**src/soc_pkg.sv**
```systemverilog
package soc_pkg;

    // Bus widths
    localparam int unsigned AXI_ADDR_WIDTH = 32;
    localparam int unsigned AXI_DATA_WIDTH = 32;
    localparam int unsigned AXI_STRB_WIDTH = AXI_DATA_WIDTH / 8; // One strobe per byte

    // Response codes, only the two the system produces
    typedef enum logic [1:0] {
        RESP_OKAY   = 2'd0,
        RESP_DECERR = 2'd3
    } resp_t;

    // Address map
    localparam logic [AXI_ADDR_WIDTH-1:0] SRAM_BASE  = 32'h8000_0000;
    localparam logic [AXI_ADDR_WIDTH-1:0] SRAM_MASK  = 32'hF000_0000; // 256 MB window
    localparam logic [AXI_ADDR_WIDTH-1:0] CLINT_BASE = 32'hA000_0048;
    localparam logic [AXI_ADDR_WIDTH-1:0] CLINT_MASK = 32'hFFFF_FFF8; // mtime lo and hi
    localparam logic [AXI_ADDR_WIDTH-1:0] UART_BASE  = 32'hA000_03F8;
    localparam logic [AXI_ADDR_WIDTH-1:0] UART_MASK  = 32'hFFFF_FFFF; // Single TX word

    // Manager to subordinate
    typedef struct packed {
        logic [AXI_ADDR_WIDTH-1:0] aw_addr;
        logic                      aw_valid;
        logic [AXI_DATA_WIDTH-1:0] w_data;
        logic [AXI_STRB_WIDTH-1:0] w_strb;
        logic                      w_valid;
        logic                      b_ready;
        logic [AXI_ADDR_WIDTH-1:0] ar_addr;
        logic                      ar_valid;
        logic                      r_ready;
    } axi_req_t;

    // Subordinate to manager
    typedef struct packed {
        logic                      aw_ready;
        logic                      w_ready;
        resp_t                     b_resp;
        logic                      b_valid;
        logic                      ar_ready;
        logic [AXI_DATA_WIDTH-1:0] r_data;
        resp_t                     r_resp;
        logic                      r_valid;
    } axi_rsp_t;

    // Address hits a device window
    function automatic logic addr_hit(input logic [AXI_ADDR_WIDTH-1:0] addr,
                                      input logic [AXI_ADDR_WIDTH-1:0] base,
                                      input logic [AXI_ADDR_WIDTH-1:0] mask);
        return (addr & mask) == (base & mask);
    endfunction

endpackage

```
**src/clint.sv**
```systemverilog
`timescale 1ns/1ps

module clint (
    input  logic              clk,
    input  logic              rst_n,
    input  soc_pkg::axi_req_t req,
    output soc_pkg::axi_rsp_t rsp
);

    logic [63:0]                        mtime;     // Free-running machine timer
    logic [63:0]                        mtime_nxt;
    logic [soc_pkg::AXI_DATA_WIDTH-1:0] rd_data;
    logic                               b_valid;
    logic                               r_valid;
    logic                               wr_acc;
    logic                               rd_acc;
    logic                               wr_hi;     // Offset 4 selects upper half
    logic                               rd_hi;

    assign wr_acc = req.aw_valid && req.w_valid && !b_valid;
    assign rd_acc = req.ar_valid && !r_valid;
    assign wr_hi  = req.aw_addr[2];
    assign rd_hi  = req.ar_addr[2];

    // Count, or overlay the strobed bytes of one half
    always_comb begin
        mtime_nxt = mtime + 64'd1;
        for (int i = 0; i < soc_pkg::AXI_STRB_WIDTH; i++) begin
            if (wr_acc && req.w_strb[i]) begin
                mtime_nxt[(wr_hi ? 32 : 0) + 8*i +: 8] = req.w_data[8*i +: 8];
            end
        end
    end

    always_ff @(posedge clk) begin
        if (!rst_n) begin
            mtime   <= '0;
            b_valid <= 1'b0;
            r_valid <= 1'b0;
        end else begin
            mtime <= mtime_nxt;                        // Written value visible next clock
            if (wr_acc) b_valid <= 1'b1;
            else if (req.b_ready) b_valid <= 1'b0;
            if (rd_acc) r_valid <= 1'b1;
            else if (req.r_ready) r_valid <= 1'b0;
        end
    end

    always_ff @(posedge clk) begin
        if (rd_acc) rd_data <= rd_hi ? mtime[63:32] : mtime[31:0]; // Sampled at accept
    end

    always_comb begin
        rsp          = '0;
        rsp.aw_ready = wr_acc;
        rsp.w_ready  = wr_acc;
        rsp.b_resp   = soc_pkg::RESP_OKAY;
        rsp.b_valid  = b_valid;
        rsp.ar_ready = rd_acc;
        rsp.r_data   = rd_data;
        rsp.r_resp   = soc_pkg::RESP_OKAY;
        rsp.r_valid  = r_valid;
    end

endmodule

```
**config.mk**
```make
export PLATFORM = sky130hd
export DESIGN_NAME = clint
export DESIGN_NICKNAME = d
export VERILOG_FILES = /design/src/soc_pkg.sv /design/src/clint.sv
export SDC_FILE = /design/constraint.sdc
export NUM_CORES = 1
export LEC_CHECK = 0
export BUFFER_PORTS_ARGS = -buffer_cell sky130_fd_sc_hd__buf_2
export CAP_MARGIN = 20
export CORE_MARGIN = 2
export CORE_UTILIZATION = 40
export CTS_CLUSTER_SIZE = 10
export DETAILED_ROUTE_END_ITERATION = 12
export PLACE_DENSITY = 0.63
export SLEW_MARGIN = 20
export SYNTH_ARGS = -nofsm -noshare
export SYNTH_HDL_FRONTEND = slang
export SYNTH_SLANG_ARGS = --single-unit
```
**constraint.sdc**
```tcl
create_clock -name clk -period 2.41 [get_ports clk]
set_input_delay 0.1205 -clock clk [delete_from_list [all_inputs] [get_ports clk]]
set_output_delay 0.1205 -clock clk [all_outputs]
set_load 0.02 [all_outputs]
```
# After elaboration in Yosys (flattened, before gate mapping)
# Index checks and enable logic that the tools add are counted.
# word_totals
register_bits	98
inputBits	107
output_inout_bits	41
elab_cells	45
# op_classes
n_addsub	8
shifts	8
muxes	14
n_reduce_logical	11
# op_table
op	n
bitwise mux 64 bit	4
two-way mux 64 bit	4
variable shift 8 x 33 -> 64 bit, first input constant	4
indexed part select 8 x 33 -> 64 bit	4
negator 32 -> 33 bit	3
adder 64 x 1 -> 64 bit, second input constant	1
negator 7 -> 33 bit	1
adder 32 x 5 -> 32 bit, second input constant	1
adder 32 x 6 -> 32 bit, second input constant	1
two-way mux 32 bit	1
adder 6 x 5 -> 7 bit, second input constant	1
logical AND 1 bit	7
two-way mux 6 bit	1
two-way mux 1 bit	4
nonzero test 2 bit	2
logical NOT 1 bit	2

# Logic depth before layout (Yosys ltp)
# depth
word_depth	11
depth_mapped	8
mapped_depth_nobuf	6

# Worst setup path after synthesis
# Ideal clock, no wire load.
# synth_path
path_kind	register -> output
startpoint	register r_valid
endpoint	output port rsp[35] (netlist bit)
arrival_time_ns	2.158
required_ns	2.289
setup_slack_ns	0.132
path_stages_with_launch	3
n_path_buf	1
cell_sequence	dfxtp_1 nor2b_1 buf_4
# synth_between
elab_chain_len	2
# synth_lines
element	line_no	rtl
start, declared	clint.sv:14	logic r_valid;
start signal, assigned	clint.sv:39	r_valid <= 1'b0;
start signal, assigned	clint.sv:44	if (rd_acc) r_valid <= 1'b1;
start signal, assigned	clint.sv:45	else if (req.r_ready) r_valid <= 1'b0;
logical NOT 1 bit	clint.sv:21	assign rd_acc = req.ar_valid && !r_valid;
logical AND 1 bit	clint.sv:21	
end, declared	clint.sv:7	output soc_pkg::axi_rsp_t rsp
# Every way passes these cells.

# Final worst setup path
# layout_path
startpoint	register mtime[29]
endpoint	register mtime[47]
# layout_between
elab_chain_len	9
# layout_lines
element	line_no	rtl
start, declared	clint.sv:10	logic [63:0] mtime;
start signal, assigned	clint.sv:41	mtime <= mtime_nxt;
adder 64 x 1 -> 64 bit (*)	clint.sv:27	mtime_nxt = mtime + 64'd1;
bitwise mux 64 bit	clint.sv:30	mtime_nxt[(wr_hi ? 32 : 0) + 8*i +: 8] = req.w_data[8*i +: 8];
two-way mux 64 bit (*)	clint.sv:29	if (wr_acc && req.w_strb[i]) begin
bitwise mux 64 bit	clint.sv:30	
two-way mux 64 bit (*)	clint.sv:29	
bitwise mux 64 bit	clint.sv:30	
two-way mux 64 bit (*)	clint.sv:29	
bitwise mux 64 bit	clint.sv:30	
two-way mux 64 bit (*)	clint.sv:29	
# Every way passes the cells marked *; elsewhere a longest branch is shown, timed or not.
# A chain may end at the register's enable or synchronous reset.

==> results.yml <==
power_and_ir_drop:
  p_leak_nw: 2.17
  p_seq_share_pct: 50.9
  powerDensity_nw_per_um2: 600
  clockPowerShare_pct: 39.4
  p_sw_w: 0.000888
  combPwrFrac_pct: 9.7
  power_w: 0.00365
  switching_share_pct: 24.3
  worst_ir_drop_vdd_mv: 0.375
  cell_internal_pwr_w: 0.00276
critical_path:
  worst-endpoint-arrival_ns: 2.52
  ff2ff_setup_slack_ns: 0.15
  crit_path_start_kind: "register"
  cp_max_fo: 10
  cp-end-kind: "register"
  required_ns: 2.67
  crit_type: "register to register"
outcome:
  outcome: "complete, no violations"
synth:
  synthMuxAreaShare_pct: 6.89
  ys_ff_latch: 98
  synth_top_area_share_pct: 25.3
  post-synth-top-count-cell: "dfxtp_1"
  synthArstFlopShare_pct: 0
  synth_common_cells: "66 x dfxtp_1, 46 x o21ai_0, 41 x nand2_1"
  syn_avg_cell_area_um2: 9.24
  synth_edf_count: 32
  synth-simple-area-share_pct: 25.1
  synth_compound_area_share_pct: 13.7
  synth_fa_ha_area_share_pct: 0.240
  netlist_area_um2: 5210
  yosysWarnings: 0
  synth_xor_area_share_pct: 5.71
  ys_seq_area_share_pct: 43.8
  synth_top_family_by_area: "simple AND/OR/NAND/NOR gates"
  syn_inst: 564
  synth-main-ff-cell: "dfxtp_1"
  synth_area_leader_cell: "dfxtp_1"
  synth.area.top_cells: "dfxtp_1 25%, edfxtp_1 18%, mux2_2 6.7%"
  synth_cell_type_count: 53
grt:
  grt-ovfl-total: 0
  grt_pass1_vias: 4415
  antenna_found_initial: 0
  grt.total_usage_pct: 19.8
  grt_pass1_wl_mm: 22.3
  grt_max_degree: 34
clocking:
  clock_path_buffers: 2
  cts_root_buf: "clkbuf_16"
  path_clk_slew_ns: 0.07
  cts_setup_buffers: 0
  cts_tree: "yes"
  cts-resized-gates: 0
  numCtsBuffers: 9
  clk_latency_ns: 0.35
  cts.sinks: 98
  cts.hold.buffers_added: 1
  cts_max_level: 3
final_layout:
  syn_to_final_growth_pct: 16.6
  stdcell_area_um2: 6080
  layout-drive-gt1-share_pct: 24.7
  n_antenna_cell: 0
  fin_nets: 743
  fin_cells: 812
die:
  die_area_um2: 14000
  coreArea_um2: 12700
  ioPinCount: 148
  rows: 41
  die_y_um: 118
  die_w_um: 118
  initial_core_util_pct: 41.1
worst_hold_path:
  hold_class: "input port to register"
sta:
  setup_tns_ns: 0
  worst_pin_slew_ns: 0.819
  rsz0062_at_grt: "false"
  hold_violations: 0
  finalSetupViolCount: 0
  max_slew_margin_pct: 45.4
  finClkSkew_ns: 0.00777
  finalCritPeriodShare_pct: 93.7
  slew_violations: 0
  fmax_mhz: 443
  min_period_ns: 2.26
route:
  first_pass_iters: 5
  drt-initial-drc-count: 268
  viasPerCell: 5.67
  ant_nets: 0
  wl_per_cell_um: 16.9
  vias: 4602
  drt-total-wl_mm: 13.7
  drc: 0
place:
  dpl_cell_area_um2: 5780
  dp_cells: 795
  hpwl_mm: 9.85
  io_buffers: 81
  gp_congestion: 0.803
flow_run:
  cap_violations: 0
per-stage QoR:
step                setup WS [ns]  util [%]  hold slack [ns]
floorplan                   0.132         -            0.220
global placement            0.280      45.6            0.314
CTS                         0.196      48.0           0.0402
finish                      0.152      48.0           0.0431
detailed placement          0.211      45.6            0.318
global route               0.0800      48.0           0.0699
cell type report:
type | instances | area, um2
fill | 1221 | 6590
multi-input combinational | 420 | 2720
sequential | 98 | 2280
timing repair buffer | 101 | 558
clock buffer | 13 | 250
tap | 172 | 215
clock inverter | 3 | 38.8
inverter | 5 | 18.8
final timing paths:
check,start,to,cells past startpoint
min,req[59],mtime[51]$_SDFF_PN0_,3
max reg2reg,mtime[29]$_SDFF_PN0_,mtime[47]$_SDFF_PN0_,5
min reg2reg,mtime[58]$_SDFF_PN0_,mtime[58]$_SDFF_PN0_,2
max,mtime[29]$_SDFF_PN0_,mtime[47]$_SDFF_PN0_,5
sequential cells by signal (all words and copies together) (netlist names):
| name | cells |
|---|---|
| rd_data | 32 |
| r_valid | 1 |
| b_valid | 1 |
| mtime | 64 |
cell usage in the layout, fill, tap and decap left out, drive strengths merged, types with 4 or more instances in the layout:
master,n
buf,100
dfxtp,66
o21ai,46
nand2,42
nor2,34
edfxtp,32
mux2,31
nand3,28
nor3,25
a211oi,25
nand4,24
a21oi,23
xnor2,21
nor4,16
and4,16
and3,14
xor2,13
clkbuf,13
and2,8
or3,7
o31ai,6
a31oi,6
or4,5
inv,4
o31a,4
conb,4
power groups by stage:
| stage | Sequential, W | Combinational (W) | Clock (W) |
|---|---|---|---|
| after floorplan | 0.00192 | 0.000188 | 0 |
| after global placement | 0.00189 | 0.000347 | 0 |
| after detailed placement | 0.00189 | 0.000351 | 0 |
| after CTS | 0.00186 | 0.000355 | 0.00145 |
| after global routing | 0.00187 | 0.000386 | 0.00152 |
| final | 0.00186 | 0.000354 | 0.00144 |
per-layer routing:
layer	GRT usage [%]	vias to the layer above	wire, um
met1	27.0	2167	6340
met4	8.36	0	307
met5	0	-	0
li1	-	2254	-
met2	31.3	158	6290
met3	3.04	23	805
critical path: stages, from the launching register on:
cell	delay [ns]
dfxtp_1	0.50
and4_1	0.29
nand2_1	0.09
or3_1	0.52
or4_1	0.55
a31oi_1	0.22
kinds of logic (layout without fill, tap and decap cells):
group / count (synthesis) / count (layout)
XOR/XNOR: 34 / 34
buffers and inverters: 49 / 122
AND/OR/NAND/NOR: 232 / 232
AO/OA/AOI/OAI: 117 / 117
adder cells (fa/ha/maj): 1 / 1
multiplexers: 32 / 32
other: 1 / 4
flip-flops: 98 / 98
Power figures use the tool's default switching activity.
