**src/soc_pkg.sv**
```systemverilog
package soc_pkg;

    // Bus widths
    localparam int unsigned AXI_ADDR_WIDTH = 32;
    localparam int unsigned AXI_DATA_WIDTH = 32;
    localparam int unsigned AXI_STRB_WIDTH = AXI_DATA_WIDTH / 8; // One strobe per byte

    // Response codes, only the two the system produces
    typedef enum logic [1:0] {
        RESP_OKAY   = 2'd0,
        RESP_DECERR = 2'd3
    } resp_t;

    // Address map
    localparam logic [AXI_ADDR_WIDTH-1:0] SRAM_BASE  = 32'h8000_0000;
    localparam logic [AXI_ADDR_WIDTH-1:0] SRAM_MASK  = 32'hF000_0000; // 256 MB window
    localparam logic [AXI_ADDR_WIDTH-1:0] CLINT_BASE = 32'hA000_0048;
    localparam logic [AXI_ADDR_WIDTH-1:0] CLINT_MASK = 32'hFFFF_FFF8; // mtime lo and hi
    localparam logic [AXI_ADDR_WIDTH-1:0] UART_BASE  = 32'hA000_03F8;
    localparam logic [AXI_ADDR_WIDTH-1:0] UART_MASK  = 32'hFFFF_FFFF; // Single TX word

    // Manager to subordinate
    typedef struct packed {
        logic [AXI_ADDR_WIDTH-1:0] aw_addr;
        logic                      aw_valid;
        logic [AXI_DATA_WIDTH-1:0] w_data;
        logic [AXI_STRB_WIDTH-1:0] w_strb;
        logic                      w_valid;
        logic                      b_ready;
        logic [AXI_ADDR_WIDTH-1:0] ar_addr;
        logic                      ar_valid;
        logic                      r_ready;
    } axi_req_t;

    // Subordinate to manager
    typedef struct packed {
        logic                      aw_ready;
        logic                      w_ready;
        resp_t                     b_resp;
        logic                      b_valid;
        logic                      ar_ready;
        logic [AXI_DATA_WIDTH-1:0] r_data;
        resp_t                     r_resp;
        logic                      r_valid;
    } axi_rsp_t;

    // Address hits a device window
    function automatic logic addr_hit(input logic [AXI_ADDR_WIDTH-1:0] addr,
                                      input logic [AXI_ADDR_WIDTH-1:0] base,
                                      input logic [AXI_ADDR_WIDTH-1:0] mask);
        return (addr & mask) == (base & mask);
    endfunction

endpackage

```
**src/axi_lite_xbar.sv**
```systemverilog
`timescale 1ns/1ps

module axi_lite_xbar (
    input  logic              clk,
    input  logic              rst_n,
    input  soc_pkg::axi_req_t fetch_req,
    input  soc_pkg::axi_req_t lsu_req,
    output soc_pkg::axi_rsp_t fetch_rsp,
    output soc_pkg::axi_rsp_t lsu_rsp,
    output soc_pkg::axi_req_t sram_req,
    input  soc_pkg::axi_rsp_t sram_rsp,
    output soc_pkg::axi_req_t clint_req,
    input  soc_pkg::axi_rsp_t clint_rsp,
    output soc_pkg::axi_req_t uart_req,
    input  soc_pkg::axi_rsp_t uart_rsp
);

    typedef enum logic [1:0] {ST_IDLE, ST_WR, ST_RD} state_t;
    typedef enum logic {MGR_LSU, MGR_FETCH} mgr_t;
    typedef enum logic [1:0] {TGT_SRAM, TGT_CLINT, TGT_UART, TGT_NONE} tgt_t;

    state_t state;                                   // One transaction in flight
    mgr_t   grant;                                   // Owner of the bus
    tgt_t   target;                                  // Decoded device, latched at grant
    logic   err_bvalid;                              // Own DECERR write response
    logic   err_rvalid;                              // Own DECERR read response

    logic                                pick_valid; // Some request waiting in idle
    mgr_t                                pick_mgr;
    logic                                pick_wr;
    logic [soc_pkg::AXI_ADDR_WIDTH-1:0]  pick_addr;
    soc_pkg::axi_req_t                   sel_req;    // Granted manager, raw
    soc_pkg::axi_req_t                   fwd_req;    // Channels masked by state
    soc_pkg::axi_rsp_t                   err_rsp;
    soc_pkg::axi_rsp_t                   tgt_rsp;
    soc_pkg::axi_rsp_t                   mgr_rsp;    // Response masked by state
    logic                                b_done;
    logic                                r_done;

    function automatic tgt_t decode(input logic [soc_pkg::AXI_ADDR_WIDTH-1:0] addr);
        if (soc_pkg::addr_hit(addr, soc_pkg::SRAM_BASE, soc_pkg::SRAM_MASK)) begin
            return TGT_SRAM;
        end
        if (soc_pkg::addr_hit(addr, soc_pkg::CLINT_BASE, soc_pkg::CLINT_MASK)) begin
            return TGT_CLINT;
        end
        if (soc_pkg::addr_hit(addr, soc_pkg::UART_BASE, soc_pkg::UART_MASK)) begin
            return TGT_UART;
        end
        return TGT_NONE;                             // Unmapped hole
    endfunction

    // Fixed priority: lsu wr, lsu rd, fetch wr, fetch rd
    always_comb begin
        pick_valid = 1'b1;
        pick_mgr   = MGR_LSU;
        pick_wr    = 1'b1;
        pick_addr  = lsu_req.aw_addr;
        if (lsu_req.aw_valid && lsu_req.w_valid) begin
            pick_addr = lsu_req.aw_addr;             // AW and W must come together
        end else if (lsu_req.ar_valid) begin
            pick_wr   = 1'b0;
            pick_addr = lsu_req.ar_addr;
        end else if (fetch_req.aw_valid && fetch_req.w_valid) begin
            pick_mgr  = MGR_FETCH;
            pick_addr = fetch_req.aw_addr;
        end else if (fetch_req.ar_valid) begin
            pick_mgr  = MGR_FETCH;
            pick_wr   = 1'b0;
            pick_addr = fetch_req.ar_addr;
        end else begin
            pick_valid = 1'b0;
        end
    end

    always_comb begin
        sel_req          = (grant == MGR_LSU) ? lsu_req : fetch_req;
        fwd_req          = sel_req;
        fwd_req.aw_valid = sel_req.aw_valid && (state == ST_WR); // Only the granted channel
        fwd_req.w_valid  = sel_req.w_valid && (state == ST_WR);
        fwd_req.b_ready  = sel_req.b_ready && (state == ST_WR);
        fwd_req.ar_valid = sel_req.ar_valid && (state == ST_RD);
        fwd_req.r_ready  = sel_req.r_ready && (state == ST_RD);
    end

    assign sram_req  = (target == TGT_SRAM)  ? fwd_req : soc_pkg::axi_req_t'('0);
    assign clint_req = (target == TGT_CLINT) ? fwd_req : soc_pkg::axi_req_t'('0);
    assign uart_req  = (target == TGT_UART)  ? fwd_req : soc_pkg::axi_req_t'('0);

    // Decode-error responder, same one-cycle timing as a device
    always_comb begin
        err_rsp          = '0;
        err_rsp.aw_ready = fwd_req.aw_valid && fwd_req.w_valid && !err_bvalid;
        err_rsp.w_ready  = err_rsp.aw_ready;
        err_rsp.b_resp   = soc_pkg::RESP_DECERR;
        err_rsp.b_valid  = err_bvalid;
        err_rsp.ar_ready = fwd_req.ar_valid && !err_rvalid;
        err_rsp.r_resp   = soc_pkg::RESP_DECERR;     // r_data stays zero
        err_rsp.r_valid  = err_rvalid;
    end

    always_comb begin
        case (target)
            TGT_SRAM:  tgt_rsp = sram_rsp;
            TGT_CLINT: tgt_rsp = clint_rsp;
            TGT_UART:  tgt_rsp = uart_rsp;
            default:   tgt_rsp = err_rsp;
        endcase
        mgr_rsp = '0;
        if (state == ST_WR) begin
            mgr_rsp.aw_ready = tgt_rsp.aw_ready;
            mgr_rsp.w_ready  = tgt_rsp.w_ready;
            mgr_rsp.b_resp   = tgt_rsp.b_resp;
            mgr_rsp.b_valid  = tgt_rsp.b_valid;
        end
        if (state == ST_RD) begin
            mgr_rsp.ar_ready = tgt_rsp.ar_ready;
            mgr_rsp.r_data   = tgt_rsp.r_data;
            mgr_rsp.r_resp   = tgt_rsp.r_resp;
            mgr_rsp.r_valid  = tgt_rsp.r_valid;
        end
    end

    assign b_done    = mgr_rsp.b_valid && fwd_req.b_ready;
    assign r_done    = mgr_rsp.r_valid && fwd_req.r_ready;
    assign lsu_rsp   = (grant == MGR_LSU) ? mgr_rsp : soc_pkg::axi_rsp_t'('0);
    assign fetch_rsp = (grant == MGR_FETCH) ? mgr_rsp : soc_pkg::axi_rsp_t'('0);

    always_ff @(posedge clk) begin
        if (!rst_n) begin
            state      <= ST_IDLE;
            grant      <= MGR_LSU;
            target     <= TGT_NONE;
            err_bvalid <= 1'b0;
            err_rvalid <= 1'b0;
        end else begin
            case (state)
                ST_IDLE: if (pick_valid) begin
                    state  <= pick_wr ? ST_WR : ST_RD;
                    grant  <= pick_mgr;
                    target <= decode(pick_addr);     // Address stable until accepted
                end
                ST_WR:   if (b_done) state <= ST_IDLE;
                ST_RD:   if (r_done) state <= ST_IDLE;
                default: state <= ST_IDLE;
            endcase
            if (target == TGT_NONE && err_rsp.aw_ready) err_bvalid <= 1'b1;
            else if (err_bvalid && fwd_req.b_ready) err_bvalid <= 1'b0;
            if (target == TGT_NONE && err_rsp.ar_ready) err_rvalid <= 1'b1;
            else if (err_rvalid && fwd_req.r_ready) err_rvalid <= 1'b0;
        end
    end

endmodule

```
**config.mk**
```make
export PLATFORM = sky130hd
export DESIGN_NAME = axi_lite_xbar
export DESIGN_NICKNAME = d
export VERILOG_FILES = /design/src/soc_pkg.sv /design/src/axi_lite_xbar.sv
export SDC_FILE = /design/constraint.sdc
export NUM_CORES = 1
export LEC_CHECK = 0
export ABC_AREA = 1
export BUFFER_PORTS_ARGS = -buffer_cell sky130_fd_sc_hd__buf_2
export CORE_AREA = 2 2 285 287
export DETAILED_ROUTE_END_ITERATION = 7
export DIE_AREA = 0 0 287 289
export PLACE_DENSITY = 0.32
export SLEW_MARGIN = 20
export SYNTH_ARGS = -nofsm -noshare
export SYNTH_HDL_FRONTEND = slang
export SYNTH_SLANG_ARGS = --single-unit
```
**constraint.sdc**
```tcl
create_clock -name clk -period 3.28 [get_ports clk]
set_clock_uncertainty 0.2 [all_clocks]
set_input_delay 0.328 -clock clk [delete_from_list [all_inputs] [get_ports clk]]
set_output_delay 0.328 -clock clk [all_outputs]
set_load 0.01 [all_outputs]
```
## Word level (Yosys, flattened, before mapping)

Cells that the tools add are included.

| operators by class | value |
|---|---|
| equal/unequal tests | 11 |
| multiplexer cells | 53 |
| reduce and logical (&&, ||, !) cells | 24 |

Operators by type and width:

| operator | count |
|---|---|
| $mux W105 | 4 |
| $mux W32 | 4 |
| $pmux W41 S3 | 1 |
| $mux W41 | 2 |
| $mux W36 | 1 |
| $eq A32 B32 Y1 const B | 1 |
| $eq A29 B29 Y1 const B | 1 |
| $mux W1 | 29 |
| $mux W2 | 10 |
| $logic_and A1 B1 Y1 | 16 |
| $eq A2 B2 Y1 const B | 3 |
| $ne A2 B2 Y1 const B | 3 |
| $pmux W2 S3 | 1 |
| $mux W5 | 1 |
| $eq A2 B1 Y1 const B | 2 |
| $eq A4 B4 Y1 const B | 1 |
| $logic_not A2 Y1 | 2 |
| $reduce_bool A2 Y1 | 2 |
| $reduce_and A3 Y1 | 1 |
| $logic_not A1 Y1 | 2 |
| $reduce_and A2 Y1 | 1 |

| word-level totals | value |
|---|---|
| register bits after elaboration | 7 |
| input bits | 335 |
| output and inout port bits | 397 |
| word-level logic and storage cells | 93 |

## Longest topological paths before layout

| depth | value |
|---|---|
| depth in word-level cells | 21 |
| gate-level depth with buffers | 14 |
| gate-level depth less buffers | 13 |

## Worst setup path before layout

OpenSTA, ideal clock, no wires.

| timing | value |
|---|---|
| kind | flip-flop to output port |
| start point | reg grant |
| end point | out fetch_rsp[40] (netlist bit) |
| data arrival time | 1.319 ns |
| required time | 2.752 ns |
| path slack | 1.433 ns |
| cell stages (with the launch flop) | 10 |
| buffers on the path | 1 |
| path through | dfxtp_1 > buf_2 > inv_2 > nand2_1 > a21oi_2 > inv_2 > nor3_2 > or2_1 > nand3_1 > nor2_1 |

RTL lines:

| item | RTL line | text |
|---|---|---|
| from (decl) | axi_lite_xbar.sv:23 | `mgr_t grant;` |
| from (signal assigned) | axi_lite_xbar.sv:140 | `grant <= pick_mgr;` |
| to (decl) | axi_lite_xbar.sv:8 | `output soc_pkg::axi_rsp_t fetch_rsp,` |

==> metrics.json <==
{
  "num_io_pins": 732,
  "timing.max_cap.violations": 0,
  "cts-root-to-sink-buffers": 2,
  "dominant_combinational_cell_family_by_area_after_synthesis": "simple AND/OR/NAND/NOR gates",
  "timing_worst_setup_path_type": "register to output port",
  "setup_repair_after_global_routing_missed_its_margin": "no",
  "synth_xor_xnor_area_share_pct": 0,
  "clk_pin_slew_worst_paths_ns": 0.04,
  "placement_rows": 104,
  "slew-limit-headroom_pct": 38.9,
  "numClockSinks": 7,
  "setup.worst_path.end_class": "output port",
  "chipWidth_um": 287,
  "grt_usage_pct": 13.4,
  "syn_inst": 1171,
  "yosysSeqAreaShare_pct": 2.64,
  "fraction_of_layout_cells_with_a_size_suffix_above_1_pct": 43.1,
  "design.die.area_mm2": 0.0829,
  "detailed_place.area_mm2": 0.0102,
  "ys_seq_elements": 7,
  "report.final.setup_viol": 0,
  "drt_wl_total_um": 59900,
  "cts_made_buffers": 3,
  "synth_top_cell_area_share_pct": 30.3,
  "worst_ep_required_time_ns": 2.75,
  "post_layout_instance_count_excluding_filler_cells": 2917,
  "ir_drop_uv": 151,
  "place.gp.congestion": 0.827,
  "startpoint_class_of_the_critical_path": "register",
  "netlist_area_mm2": 0.00531,
  "finalInstanceArea_mm2": 0.0103,
  "core_area_mm2": 0.0799,
  "ctsRootBufferMaster": "sky130_fd_sc_hd__clkbuf_16",
  "hold_viol": 0,
  "start_util_pct": 6.65,
  "maximum_clock_frequency_mhz": 352,
  "final_period_minus_worst_setup_slack_ns": 2.84,
  "power_leakage_nw": 5.91,
  "dominantRegCellSynth": "sky130_fd_sc_hd__dfxtp_1",
  "hold_buffers": 0,
  "final_nets": 2186,
  "die_height_um": 289,
  "syn-mean-instance-area_um2": 4.54,
  "post-cts-setup-buffers": 0,
  "synth_top_area_cell": "sky130_fd_sc_hd__nor2_1",
  "detailroute.via_count": 10222,
  "yosys.area_share.adder_pct": 0,
  "h-tree-depth": 1,
  "post-dp-hpwl_um": 53400,
  "mostFrequentLayoutCells": "731 x sky130_fd_sc_hd__buf_2, 428 x sky130_fd_sc_hd__nor2_1, 302 x sky130_fd_sc_hd__nand2_1, 72 x sky130_fd_sc_hd__inv_1, 72 x sky130_fd_sc_hd__nand3_1",
  "synthDistinctLibCells": 37,
  "report.power.total_mw": 2.32,
  "maximum_fanout_along_the_worst_path": 28,
  "tritoncts_clock_tree": "yes",
  "yosys-mux-area-fraction_pct": 9.23,
  "synthesis.nets": 1506,
  "ant_nets": 0,
  "post_synth_edffs": 0,
  "drt_iter0_drc": 396,
  "drcViolationCount": 0,
  "final.period_utilization_pct": 86.7,
  "synth-simple-area-share_pct": 63.2,
  "worstSkewPairLatency_ns": 0.23,
  "share_of_the_synthesized_area_in_compound_gates_ao_oa_aoi_oai_pct": 10.8,
  "async_flop_share_pct": 0,
  "area_delta_synth_final_pct": 93.7,
  "worstHoldPathType": "input pin to register",
  "first_global_vias": 9845,
  "global_route.overflow_total": 0,
  "first_pass_grt_wire_length_um": 78200,
  "port_buffers": 731,
  "layout.cells.most_common": "sky130_fd_sc_hd__buf_2",
  "post_drt_wl_per_cell_um": 20.5,
  "drv_slew": 0,
  "antenna_found_initial": 39,
  "fin_setup_tns_ns": 0,
  "post_drt_via_cell_ratio": 3.50,
  "numPlacedInstances": 2906,
  "crit_arrival_ns": 2.32,
  "outcome": "finished clean",
  "ys_warn_count": 0,
  "cts-resized-gates": 0,
  "slew_at_the_pin_closest_to_its_max_slew_limit_ns": 0.910,
  "ys_top_cells_by_area": "sky130_fd_sc_hd__nor2_1 30%, sky130_fd_sc_hd__nand2_1 21%, sky130_fd_sc_hd__mux2i_1 9.2%",
  "powerDensity_mw_per_mm2": 225,
  "grt_max_degree": 106,
  "first_pass_iteration_count_of_the_detailed_router": 6
}
-- report_power, final --
part / switching (mW) / internal (mW) / leakage [nW] / total, mW
clock: 0.0518 / 0.162 / 0.0382 / 0.214
combinational: 1.32 / 0.674 / 5.81 / 1.99
sequential: 0.0168 / 0.0951 / 0.0583 / 0.112
-- Yosys cell counts (2+ instances only) --
library cell	number
sky130_fd_sc_hd__nor2_1	429
sky130_fd_sc_hd__nand2_1	303
sky130_fd_sc_hd__inv_1	72
sky130_fd_sc_hd__nand3_1	72
sky130_fd_sc_hd__o21ai_0	61
sky130_fd_sc_hd__mux2i_1	49
sky130_fd_sc_hd__buf_2	41
sky130_fd_sc_hd__clkbuf_1	30
sky130_fd_sc_hd__a21oi_1	21
sky130_fd_sc_hd__o21ai_1	13
sky130_fd_sc_hd__inv_2	8
sky130_fd_sc_hd__dfxtp_1	7
sky130_fd_sc_hd__nand2_2	7
sky130_fd_sc_hd__nor3_1	6
sky130_fd_sc_hd__buf_4	5
sky130_fd_sc_hd__buf_6	5
sky130_fd_sc_hd__nand3_2	5
sky130_fd_sc_hd__nand4_1	5
sky130_fd_sc_hd__buf_1	3
sky130_fd_sc_hd__clkinv_1	3
sky130_fd_sc_hd__o31ai_1	3
sky130_fd_sc_hd__a22oi_1	2
sky130_fd_sc_hd__inv_4	2
sky130_fd_sc_hd__nand2_4	2
sky130_fd_sc_hd__nor2_2	2
sky130_fd_sc_hd__nor2_4	2
sky130_fd_sc_hd__nor3_2	2
sky130_fd_sc_hd__o22ai_1	2
-- metal layers --
layer | wire length (µm) | global-route usage (%)
met1 | 23300 | 14.9
met2 | 31000 | 25.6
met3 | 4310 | 3.41
met4 | 1060 | 2.23
met5 | 221 | 0
-- per-stage QoR --
step | utilization [%] | hold WS, ns | setup slack [ns]
floorplan | - | 0.226 | 1.43
global placement | 12.8 | 0.261 | 0.390
detailed placement | 12.8 | 0.259 | 0.614
CTS | 12.9 | 0.112 | 0.351
global route | 12.9 | 0.146 | 0.235
finish | 12.9 | 0.110 | 0.436
-- layout make-up --
type,instances,area (µm²)
flip-flops and latches,7,144
clock buffers,4,78.8
diodes,7,17.5
repair buffers,759,3940
fillers,9671,69600
well taps,1060,1330
multi-input cells,995,4450
inverters,85,329
-- flip-flops by register name (all words and copies together), names as in the netlist --
| register | cells |
|---|---|
| err_bvalid | 1 |
| err_rvalid | 1 |
| grant | 1 |
| state | 2 |
| target | 2 |
-- worst max-delay path, cell delays in order, from the launching register on --
cell                      delay, ns
sky130_fd_sc_hd__dfxtp_4       0.53
sky130_fd_sc_hd__inv_2         0.25
sky130_fd_sc_hd__buf_4         0.25
sky130_fd_sc_hd__o21a_1        0.19
sky130_fd_sc_hd__o21ai_1       0.48
sky130_fd_sc_hd__nor2_1        0.16
sky130_fd_sc_hd__buf_2         0.21
-- cells by family after synthesis --
group,after synthesis
buffers and inverters,169
AND/OR/NAND/NOR,838
AO/OA/AOI/OAI,108
flip-flops,7
multiplexers,49
-- worst paths after layout --
kind / slack, ns / cells past startpoint / from / endpoint
max reg2reg: 0.92 / 6 / grant / state[1]
min: 0.11 / 3 / rst_n / state[0]
max: 0.44 / 6 / grant / uart_req[0]
min reg2reg: 0.26 / 2 / err_rvalid / err_rvalid
Power figures use the tool's default switching activity.
