File: config.mk
export PLATFORM = sky130hd
export DESIGN_NAME = uart
export DESIGN_NICKNAME = d
export VERILOG_FILES = /design/src/soc_pkg.sv /design/src/uart.sv
export SDC_FILE = /design/constraint.sdc
export NUM_CORES = 1
export LEC_CHECK = 0
export BUFFER_PORTS_ARGS = -buffer_cell sky130_fd_sc_hd__buf_2
export CAP_MARGIN = 15
export CORE_MARGIN = 2
export CORE_UTILIZATION = 20
export CTS_CLUSTER_SIZE = 30
export DETAILED_ROUTE_END_ITERATION = 8
export MAX_ROUTING_LAYER = met4
export PLACE_DENSITY = 0.76
export SYNTH_ARGS = -nofsm -noshare
export SYNTH_HDL_FRONTEND = slang
export SYNTH_SLANG_ARGS = --single-unit
export TNS_END_PERCENT = 5
File: constraint.sdc
create_clock -name clk -period 1.1 [get_ports clk]
set_input_delay 0.275 -clock clk [delete_from_list [all_inputs] [get_ports clk]]
set_output_delay 0.275 -clock clk [all_outputs]
set_load 0.02 [all_outputs]
File: src/soc_pkg.sv
package soc_pkg;

    // Bus widths
    localparam int unsigned AXI_ADDR_WIDTH = 32;
    localparam int unsigned AXI_DATA_WIDTH = 32;
    localparam int unsigned AXI_STRB_WIDTH = AXI_DATA_WIDTH / 8; // One strobe per byte

    // Response codes, only the two the system produces
    typedef enum logic [1:0] {
        RESP_OKAY   = 2'd0,
        RESP_DECERR = 2'd3
    } resp_t;

    // Address map
    localparam logic [AXI_ADDR_WIDTH-1:0] SRAM_BASE  = 32'h8000_0000;
    localparam logic [AXI_ADDR_WIDTH-1:0] SRAM_MASK  = 32'hF000_0000; // 256 MB window
    localparam logic [AXI_ADDR_WIDTH-1:0] CLINT_BASE = 32'hA000_0048;
    localparam logic [AXI_ADDR_WIDTH-1:0] CLINT_MASK = 32'hFFFF_FFF8; // mtime lo and hi
    localparam logic [AXI_ADDR_WIDTH-1:0] UART_BASE  = 32'hA000_03F8;
    localparam logic [AXI_ADDR_WIDTH-1:0] UART_MASK  = 32'hFFFF_FFFF; // Single TX word

    // Manager to subordinate
    typedef struct packed {
        logic [AXI_ADDR_WIDTH-1:0] aw_addr;
        logic                      aw_valid;
        logic [AXI_DATA_WIDTH-1:0] w_data;
        logic [AXI_STRB_WIDTH-1:0] w_strb;
        logic                      w_valid;
        logic                      b_ready;
        logic [AXI_ADDR_WIDTH-1:0] ar_addr;
        logic                      ar_valid;
        logic                      r_ready;
    } axi_req_t;

    // Subordinate to manager
    typedef struct packed {
        logic                      aw_ready;
        logic                      w_ready;
        resp_t                     b_resp;
        logic                      b_valid;
        logic                      ar_ready;
        logic [AXI_DATA_WIDTH-1:0] r_data;
        resp_t                     r_resp;
        logic                      r_valid;
    } axi_rsp_t;

    // Address hits a device window
    function automatic logic addr_hit(input logic [AXI_ADDR_WIDTH-1:0] addr,
                                      input logic [AXI_ADDR_WIDTH-1:0] base,
                                      input logic [AXI_ADDR_WIDTH-1:0] mask);
        return (addr & mask) == (base & mask);
    endfunction

endpackage

File: src/uart.sv
`timescale 1ns/1ps

module uart (
    input  logic              clk,
    input  logic              rst_n,
    input  soc_pkg::axi_req_t req,
    output soc_pkg::axi_rsp_t rsp,
    output logic [7:0]        tx_data,   // Last byte written
    output logic              tx_valid   // One-clock strobe per byte
);

    logic b_valid;
    logic r_valid;
    logic wr_acc;
    logic rd_acc;

    assign wr_acc = req.aw_valid && req.w_valid && !b_valid;
    assign rd_acc = req.ar_valid && !r_valid;

    always_ff @(posedge clk) begin
        if (!rst_n) begin
            b_valid  <= 1'b0;
            r_valid  <= 1'b0;
            tx_valid <= 1'b0;
        end else begin
            tx_valid <= wr_acc && req.w_strb[0]; // Only byte lane 0 carries TX data
            if (wr_acc) b_valid <= 1'b1;
            else if (req.b_ready) b_valid <= 1'b0;
            if (rd_acc) r_valid <= 1'b1;
            else if (req.r_ready) r_valid <= 1'b0;
        end
    end

    always_ff @(posedge clk) begin
        if (wr_acc && req.w_strb[0]) tx_data <= req.w_data[7:0];
    end

    always_comb begin
        rsp          = '0;                       // Reads return zero
        rsp.aw_ready = wr_acc;
        rsp.w_ready  = wr_acc;
        rsp.b_resp   = soc_pkg::RESP_OKAY;
        rsp.b_valid  = b_valid;
        rsp.ar_ready = rd_acc;
        rsp.r_resp   = soc_pkg::RESP_OKAY;
        rsp.r_valid  = r_valid;
    end

endmodule

Yosys cells after proc, flatten, opt, wreduce, memory -nomap -nowiden:

Index checks and enable logic that the tools add are counted.

* register bits: 11
* input bits: 107
* output and inout port bits: 50
* word-level logic and storage cells: 16

* mux-type cells: 4
* reduce and logical (&&, ||, !) cells: 8

Operators with widths (count)
* $logic_and 1x1->1: 4
* $mux 1: 4
* $reduce_bool 2->1: 2
* $logic_not 1->1: 2

Depth between registers and ports, before layout:

Gate-level depths: netlist (run 1).

* depth in word-level cells: 3
* gate-level depth with buffers: 3
* depth with buffers taken out: 2

Least setup slack after synthesis (run 1):

No wires, ideal clock.

* path kind: reg2reg
* start: reg b_valid
* end: reg tx_data[0] (enable)
* library setup time: 335 ps
* data arrival time: 727 ps
* data required time: 765 ps
* path slack: 38 ps
* stages on the path, launching flop included: 2
* buffers on the path: 0
* clock period less this slack: 1062 ps
* cell sequence: dfxtp_1 and4b_1

* longest elaborated chain between the ends: 3

RTL lines
* start, declared: line uart.sv:12 `logic b_valid;`
* start signal, assigned: line uart.sv:22 `b_valid <= 1'b0;`
* start signal, assigned: line uart.sv:27 `if (wr_acc) b_valid <= 1'b1;`
* start signal, assigned: line uart.sv:28 `else if (req.b_ready) b_valid <= 1'b0;`
* $logic_not 1->1: line uart.sv:17 `assign wr_acc = req.aw_valid && req.w_valid && !b_valid;`
* $logic_and 1x1->1: line uart.sv:17
* $logic_and 1x1->1: line uart.sv:35 `if (wr_acc && req.w_strb[0]) tx_data <= req.w_data[7:0];`
* end signal, assigned: line uart.sv:35
* end, declared: line uart.sv:8 `output logic [7:0] tx_data,`

Every way passes these cells.
A chain may end at the register's enable or synchronous reset.

==> flow_summary.ini, run 1 <==
[sta]
max_freq_ghz = 0.854
final.min_clock_period_ns = 1.17
tns_ns = -0.121
rsz0062_at_grt = true
finClkSkew_ns = 0.00449
setup_violations = 3
worst_slack_ns = -0.0716
post-route-period-util_pct = 107
maxSlewViolCount = 0
hold_viol_final = 0

[clocking]
cts_tree = yes
cts_made_buffers = 3
clk_path_buf_depth = 2
htree_levels = 1
clock_latency_ns = 0.26
path_clk_slew_ns = 0.07
clockRootBuffer = clkbuf_4
clock-sinks = 11

[route]
routedWlPerCell_um = 8.04
vias = 401
dr.pass1.iters = 4
viasPerCell = 2.88
wirelength_mm = 1.12
antenna_left = 0
route.detailed.drc = 0
drt-initial-drc-count = 14

[final_layout]
area_growth_pct = 18.4
fin_cells = 139
drive_above_1_share_pct = 41.9
diodes = 0
layout.nets = 201
utilization_pct = 24.3

[critical_path]
slowest_stage = dfxtp_2
endpoint_kind = output pin
slowest_delay_ns = 0.34
worstSetupPathType = reg2out
crit_required_ns = 0.82
r2r-start = b_valid
crit_chain = nor2b_2, buf_6
startpoint_type = register
r2r_slack_ns = 0.05
reg2reg_depth = 2
cp_max_fo = 3
r2r_end = tx_data[6]
cp.arrival_ns = 0.90

[hold_path]
worstHoldPathCells = 1
min_from = req[41]
worstHoldPathType = in2reg
worst_hold_path.endpoint = tx_data[1]

[yosys]
synthCells = 63
syn-cell-area_um2 = 674
synth-seq-area-share_pct = 44.5
avgSynthCellArea_um2 = 10.7
synth_cell_types = 13
synth-seq-cells = 11
yosys_warnings = 0

[floorplan]
rows = 21
core_area_mm2 = 0.00328
pin_count = 157
fp.dieW_um = 62.1
die_h_um = 62.1
die_area_mm2 = 0.00385
start_util_pct = 20.5

[grt]
grt-ovfl-total = 0
antenna_found_initial = 0
grt_max_degree = 10
grt_pass1_wl_mm = 1.11
grt_pass1_vias = 288
grt.total_usage_pct = 4.38

[run]
cap_violations = 0

[status]
violations = negative setup slack
status = finished, violations left

[placed_design]
port_buffers = 29
dp.cells = 133
gp_congestion = 0.610

[power]
powerDensity_mw_per_mm2 = 1200
p_clk_share_pct = 26.9
seq_power_share_pct = 49.1
max-vdd-ir-drop_mv = 0.266
p_sw_mw = 0.295
leakage_nw = 0.402
p_int_mw = 0.662
p_comb_share_pct = 24.0
switching_share_pct = 30.8
power.total_mw = 0.957
[layout make-up]
cell class,count,area [um^2]
fill,357,2490
sequential,11,305
tap,46,57.6
timing repair buffer,32,201
multi-input combinational,46,208
clock buffer,4,26.3
[critical path: cells and delay by family (launching register included)]
kind,cells,cell delay (ns)
flip-flops,1,0.34
AND/OR/NAND/NOR,1,0.16
buffers and inverters,1,0.14
[layout by cell type (no fill, tap or decap)]
cell type / n
dfxtp_1: 1
dfxtp_4: 1
nor2b_1: 1
nor2b_2: 1
nand2b_1: 1
and2_1: 1
edfxtp_1: 8
clkbuf_1: 1
and4b_1: 1
o21ai_0: 1
dfxtp_2: 1
nand3b_1: 1
buf_4: 4
buf_2: 23
o21a_1: 1
buf_6: 5
nand2_1: 1
nor2_4: 1
clkbuf_4: 3
conb_1: 36
[worst max path at each step]
stage / start / endpoint / slack, ns
finish: r_valid / rsp[35] / -0.07
global route: r_valid / rsp[35] / -0.09
CTS: r_valid / rsp[35] / -0.04
detailed placement: b_valid / tx_data[1] / 0.06
global placement: b_valid / tx_data[1] / 0.06
floorplan: b_valid / tx_data[0] / 0.04
[stage by stage]
stage | instance area (um^2) | worst slack (ns) | hold slack (ns)
floorplan | 806 | 0.0379 | 0.374
global placement | 708 | 0.0627 | 0.453
detailed placement | 708 | 0.0650 | 0.455
CTS | 772 | -0.0386 | 0.184
global route | 798 | -0.0896 | 0.181
finish | 798 | -0.0716 | 0.188
[cell families after synthesis]
kind of cell	share of synthesized area (%)
AOI/OAI and AO/OA	1.85
buffers and inverters	45.6
DFF	44.5
other	0.556
and+or+nand+nor	7.42
[synth_stat cells (all sizes together)]
| cell | n | share of area [%] |
|---|---|---|
| buf | 41 | 46 |
| edfxtp | 8 | 36 |
| dfxtp | 3 | 8.9 |
| nor2b | 2 | 1.9 |
| and2 | 1 | 0.93 |
| and4b | 1 | 1.5 |
| conb | 1 | 0.56 |
| nand2 | 1 | 0.56 |
| nand2b | 1 | 0.93 |
| nand3b | 1 | 1.1 |
| nor2 | 1 | 0.56 |
| o21a | 1 | 1.1 |
| o21ai | 1 | 0.74 |
[power by group through the flow]
stage | Sequential (mW) | Combinational (mW) | Clock [mW]
2_1_floorplan | 0.487 | 0.253 | 0
3_3_place_gp | 0.477 | 0.200 | 0
3_5_place_dp | 0.477 | 0.201 | 0
4_1_cts | 0.471 | 0.218 | 0.265
5_1_grt | 0.472 | 0.248 | 0.281
6_report | 0.470 | 0.230 | 0.258
[repair_timing]
item                                    in CTS  in global routing
hold buffers                                 0                  0
endpoints found under the setup margin       5                  9
setup buffers                                1                  1
pin swaps                                    1                  0
gates resized for setup                     11                  6
[metal layers]
layer | up-vias | wire length [um] | global-route usage [%]
met5 | - | 0 | -
met4 | 0 | 8 | 4.56
met3 | 2 | 189 | 1.04
met2 | 40 | 605 | 8.78
met1 | 175 | 313 | 2.63
li1 | 184 | - | -
[registers in the layout, indices dropped and copies added (netlist names)]
signal / count
tx_data: 8
b_valid: 1
r_valid: 1
tx_valid: 1
Note: power is estimated with default switching activity, not from simulation.
==> inputs of run 2 (changes only) <==
BUFFER_PORTS_ARGS = default   (was -buffer_cell sky130_fd_sc_hd__buf_2)
CORE_AREA = 2 2 61 63   (was default)
CORE_MARGIN = default   (was 2)
CORE_UTILIZATION = default   (was 20)
DIE_AREA = 0 0 63 65   (was default)
DONT_BUFFER_PORTS = 1   (was default)
PLACE_DENSITY = default   (was 0.76)
SETUP_SLACK_MARGIN = 0.2   (was default)
clock period = 1.5 ns   (was 1.1 ns; I/O delays follow)
==> run 2 against run 1 <==
Effect of this change:
- the flow now finishes without violations
- critical path depth is 1 lower
- utilization decreased by 6.7 points
- sequential cell count stayed put
- non-clock buffer count down 31
- count of clock-buffer cells in the layout unchanged
- first-iteration DRC count increased by 120%
- clock skew barely moved
- largest power group unchanged
- register-to-register slack gained 0.25 ns
- power is 31% lower
- clock power decreased by 26%
- wire length decreased by 11%
- hold slack improved by 0.019 ns
- critical path type unchanged
==> flow_summary.ini, run 2 (synthesis gave the netlist of run 1 again) <==
[final_layout]
fillers = 384
utilization_pct = 17.6
drive_above_1_share_pct = 11.3
area_growth_pct = -8.91
multiInputGateArea_um2 = 213
seq_area_um2 = 304
layout.nets = 170
largest_reg_flops = 8
final_cell_mix = conb_1 (36), edfxtp_1 (8), clkbuf_4 (3), dfxtp_1 (2)
diodes = 0
top_register = tx_data
final_common_cell = conb_1

[grt]
grt_max_degree = 10
grt_pass1_wl_mm = 1.28
grt.total_usage_pct = 4.64
grt_pass1_vias = 223
grt-ovfl-total = 0
antenna_found_initial = 0

[sta]
rsz0062_at_grt = true
setup_violations = 0
post-route-period-util_pct = 84.0
hold_viol_final = 0
whs_ns = 0.207
worst_slack_ns = 0.240
tns_ns = 0
finClkSkew_ns = 0.00401
maxSlewViolCount = 0
final.min_clock_period_ns = 1.26
max_freq_ghz = 0.794

[floorplan]
core_area_mm2 = 0.00350
start_util_pct = 19.3
pin_count = 157
rows = 22
die_area_mm2 = 0.00410
fp.dieW_um = 63
die_h_um = 65

[status]
status = complete, no violations

[power]
powerDensity_mw_per_mm2 = 1070
max-vdd-ir-drop_mv = 0.152
power.total_mw = 0.657
leakage_nw = 0.268

[critical_path]
startpoint_type = register
critical_path.top_delay_family = flip-flops
crit_required_ns = 1.12
slowest_stage = dfxtp_1
crit_chain = nor2b_4
worstPathBufferInverterCount = 0
worstSetupPathType = reg2out
endpoint_kind = output pin
cp_max_fo = 3
slowest_delay_ns = 0.40
cp.arrival_ns = 0.88

[placed_design]
gp_congestion = 0.559
port_buffers = 0
dp_hpwl_um = 842
place_worst_setup_slack_ns = 0.215

[clocking]
clockRootBuffer = clkbuf_4
clock-sinks = 11
ctsHoldBuffers = 0
clk_path_buf_depth = 2
clock_latency_ns = 0.26
cts_made_buffers = 3
cts_tree = yes
path_clk_slew_ns = 0.07
post_cts_buffers = 0
htree_levels = 1

[route]
drt-initial-drc-count = 31
wirelength_um = 991
routedWlPerCell_um = 9.01
dr.pass1.iters = 3
antenna_left = 0
route.detailed.drc = 0
viasPerCell = 2.63
vias = 289

[run]
cap_violations = 0

[hold_path]
worstHoldPathType = in2reg
[run 2: report_power, final]
| group | internal, mW | switching, mW | leakage [nW] |
|---|---|---|---|
| Sequential | 0.338 | 0.0209 | 0.0986 |
| Clock | 0.103 | 0.0884 | 0.0150 |
| Combinational | 0.0124 | 0.0953 | 0.155 |
| Total | 0.453 | 0.205 | 0.268 |
[run 2: layout make-up]
cell class / instances / area share [%]
timing repair buffer: 1 / 1.83
multi-input combinational: 46 / 34.6
tap: 48 / 9.78
clock buffer: 4 / 4.28
sequential: 11 / 49.5
[run 2: repair_timing]
action | 4_1_cts | 5_1_grt
setup endpoints to repair | 3 | 3
gates cloned | 0 | 0
pin swaps | 0 | 1
resized for setup | 3 | 4
[run 2: path summary, 6_finish.rpt]
kind	start	to	slack, ns	cells past startpoint
worst max-delay path	r_valid	rsp[35]	0.24	1
worst min-delay path	req[45]	tx_data[5]	0.21	0
worst max register to register	b_valid	tx_data[6]	0.30	1
worst min register to register	b_valid	b_valid	0.58	2
[run 2: layer usage]
layer  share of wire, %  vias to the layer above  GRT usage, %  wire length, um
met4                  0                        0          3.33                0
met2                 48                       47          7.18              474
met3                 27                        0          4.51              263
li1                   -                      121             -                -
met5                  0                        -             -                0
met1                 26                      121          3.19              254
[run 2: through the flow]
stage	instance area, um^2	instances
floorplan	806	98
global placement	566	106
detailed placement	566	106
CTS	601	110
global route	614	110
finish	614	110
==> inputs of run 3 (changes only) <==
clock period = 1.3 ns   (was 1.5 ns; I/O delays follow)
==> run 3 against run 2 <==
Effect of this change:
- global-route usage barely moved
- first-iteration DRC count fell by 61%
- count of clock-buffer cells in the layout did not move
- sequential cell count did not move
- utilization rose by 0.64 points
- die area did not move
- wire length rose by 2.0%
- via count rose by 6.6%
- combinational power rose by 27%
- clock power rose by 15%
- cell count rose by 2.7%
- register-to-register slack got worse by 0.17 ns
- largest cell class unchanged
==> flow_summary.ini, run 3 (synthesis gave the netlist of run 1 again) <==
[hold_path]
worstHoldPathType = in2reg
min_from = req[46]

[route]
routedWlPerCell_um = 8.95
drt-initial-drc-count = 12
viasPerCell = 2.73
dr.pass1.iters = 2
vias = 308
route.detailed.drc = 0
antenna_left = 0
wirelength_mm = 1.01

[sta]
hold_viol_final = 0
post-route-period-util_pct = 92.6
finClkSkew_ns = 0.00313
final.min_clock_period_ns = 1.20
maxSlewViolCount = 0
setup_violations = 0
tns_ns = 0
max_freq_ghz = 0.830
rsz0062_at_grt = true

[grt]
grt-ovfl-total = 0
grt_max_degree = 10
grt_pass1_wl_mm = 1.29
grt.total_usage_pct = 4.61
grt_pass1_vias = 233
antenna_found_initial = 0

[critical_path]
r2r_end = tx_data[4]
startpoint_type = register
worstSetupPathType = reg2out
endpoint_kind = output pin
crit_chain = nor2b_4, buf_6
cp.arrival_ns = 0.88
slowest_delay_ns = 0.38
worstPathBufferInverterCount = 1
r2r-start = b_valid
slowest_stage = dfxtp_4
crit_required_ns = 0.98
endpoint = rsp[35]
startpoint = r_valid
critical_path.top_delay_family = flip-flops
cp_num_cells = 2
reg2reg_depth = 1
r2r_slack_ns = 0.13
cp_max_fo = 3

[floorplan]
die_area_mm2 = 0.00410
start_util_pct = 19.3
core_area_mm2 = 0.00350
pin_count = 157
fp.dieW_um = 63
rows = 22
die_h_um = 65

[power]
leakage_nw = 0.284
max-vdd-ir-drop_mv = 0.189
power.total_mw = 0.769
powerDensity_mw_per_mm2 = 1210

[clocking]
clock_latency_ns = 0.26
clockRootBuffer = clkbuf_4
htree_levels = 1
cts_made_buffers = 3
clk_path_buf_depth = 2
cts_tree = yes
clock-sinks = 11
path_clk_slew_ns = 0.06

[final_layout]
diodes = 0
largest_reg_flops = 8
final_common_cell = conb_1
top_register = tx_data
layout.nets = 173
drive_above_1_share_pct = 16.9
final_cell_mix = conb_1 (36), edfxtp_1 (8), clkbuf_4 (3), buf_6 (2), buf_4 (2)
area_growth_pct = -5.57

[placed_design]
dp_hpwl_um = 863
gp_congestion = 0.562
port_buffers = 0

[status]
status = complete, no violations

[run]
cap_violations = 0
[run 3: stage by stage]
stage / hold slack, ns / utilization, % / cell area [um^2] / setup slack [ns] / std cells
after detailed placement: 0.424 / 16.6 / 581 / 0.105 / 108
after CTS: 0.150 / 17.8 / 623 / 0.0876 / 112
after global placement: 0.424 / 16.6 / 581 / 0.153 / 108
after floorplan: 0.424 / - / 806 / 0.238 / 98
final: 0.155 / 18.2 / 637 / 0.0958 / 113
after global routing: 0.132 / 18.2 / 637 / 0.0599 / 113
[run 3: how the worst min path moves through the flow]
stage | endpoint | slack, ns | cells past startpoint
after global routing | tx_data[0] | 0.13 | 0
final | tx_data[6] | 0.16 | 0
after CTS | tx_data[6] | 0.15 | 0
after detailed placement | tx_data[3] | 0.42 | 0
after floorplan | tx_data[0] | 0.42 | 0
after global placement | tx_data[2] | 0.42 | 0
[run 3: power breakdown]
group	leakage (nW)	total [mW]	switching (mW)	internal [mW]
Combinational	0.170	0.137	0.114	0.0226
Sequential	0.0989	0.411	0.0209	0.390
Clock	0.0150	0.220	0.102	0.119
Total	0.284	0.769	0.237	0.532
[run 3: layer usage]
metal	share of wire, %	global-route usage (%)	vias to the layer above	routed length, um
met2	45	7.45	49	457
met3	25	3.99	2	252
met1	29	3.51	129	289
met4	1.1	2.50	0	11
met5	0	-	-	0
li1	-	-	128	-
[run 3: area by class of cell]
type | count | area [um^2]
Timing Repair Buffer | 4 | 37.5
Sequential cell | 11 | 305
Multi-Input combinational cell | 46 | 208
Fill cell | 385 | 2860
Clock buffer | 4 | 26.3
Tap cell | 48 | 60.1
[run 3: what timing repair did]
item	CTS	global route
endpoints found under the setup margin	13	19
endpoints found under the hold margin	0	0
pin swaps	0	1
resized for setup	6	2
buffers inserted	0	1
hold buffers	0	0
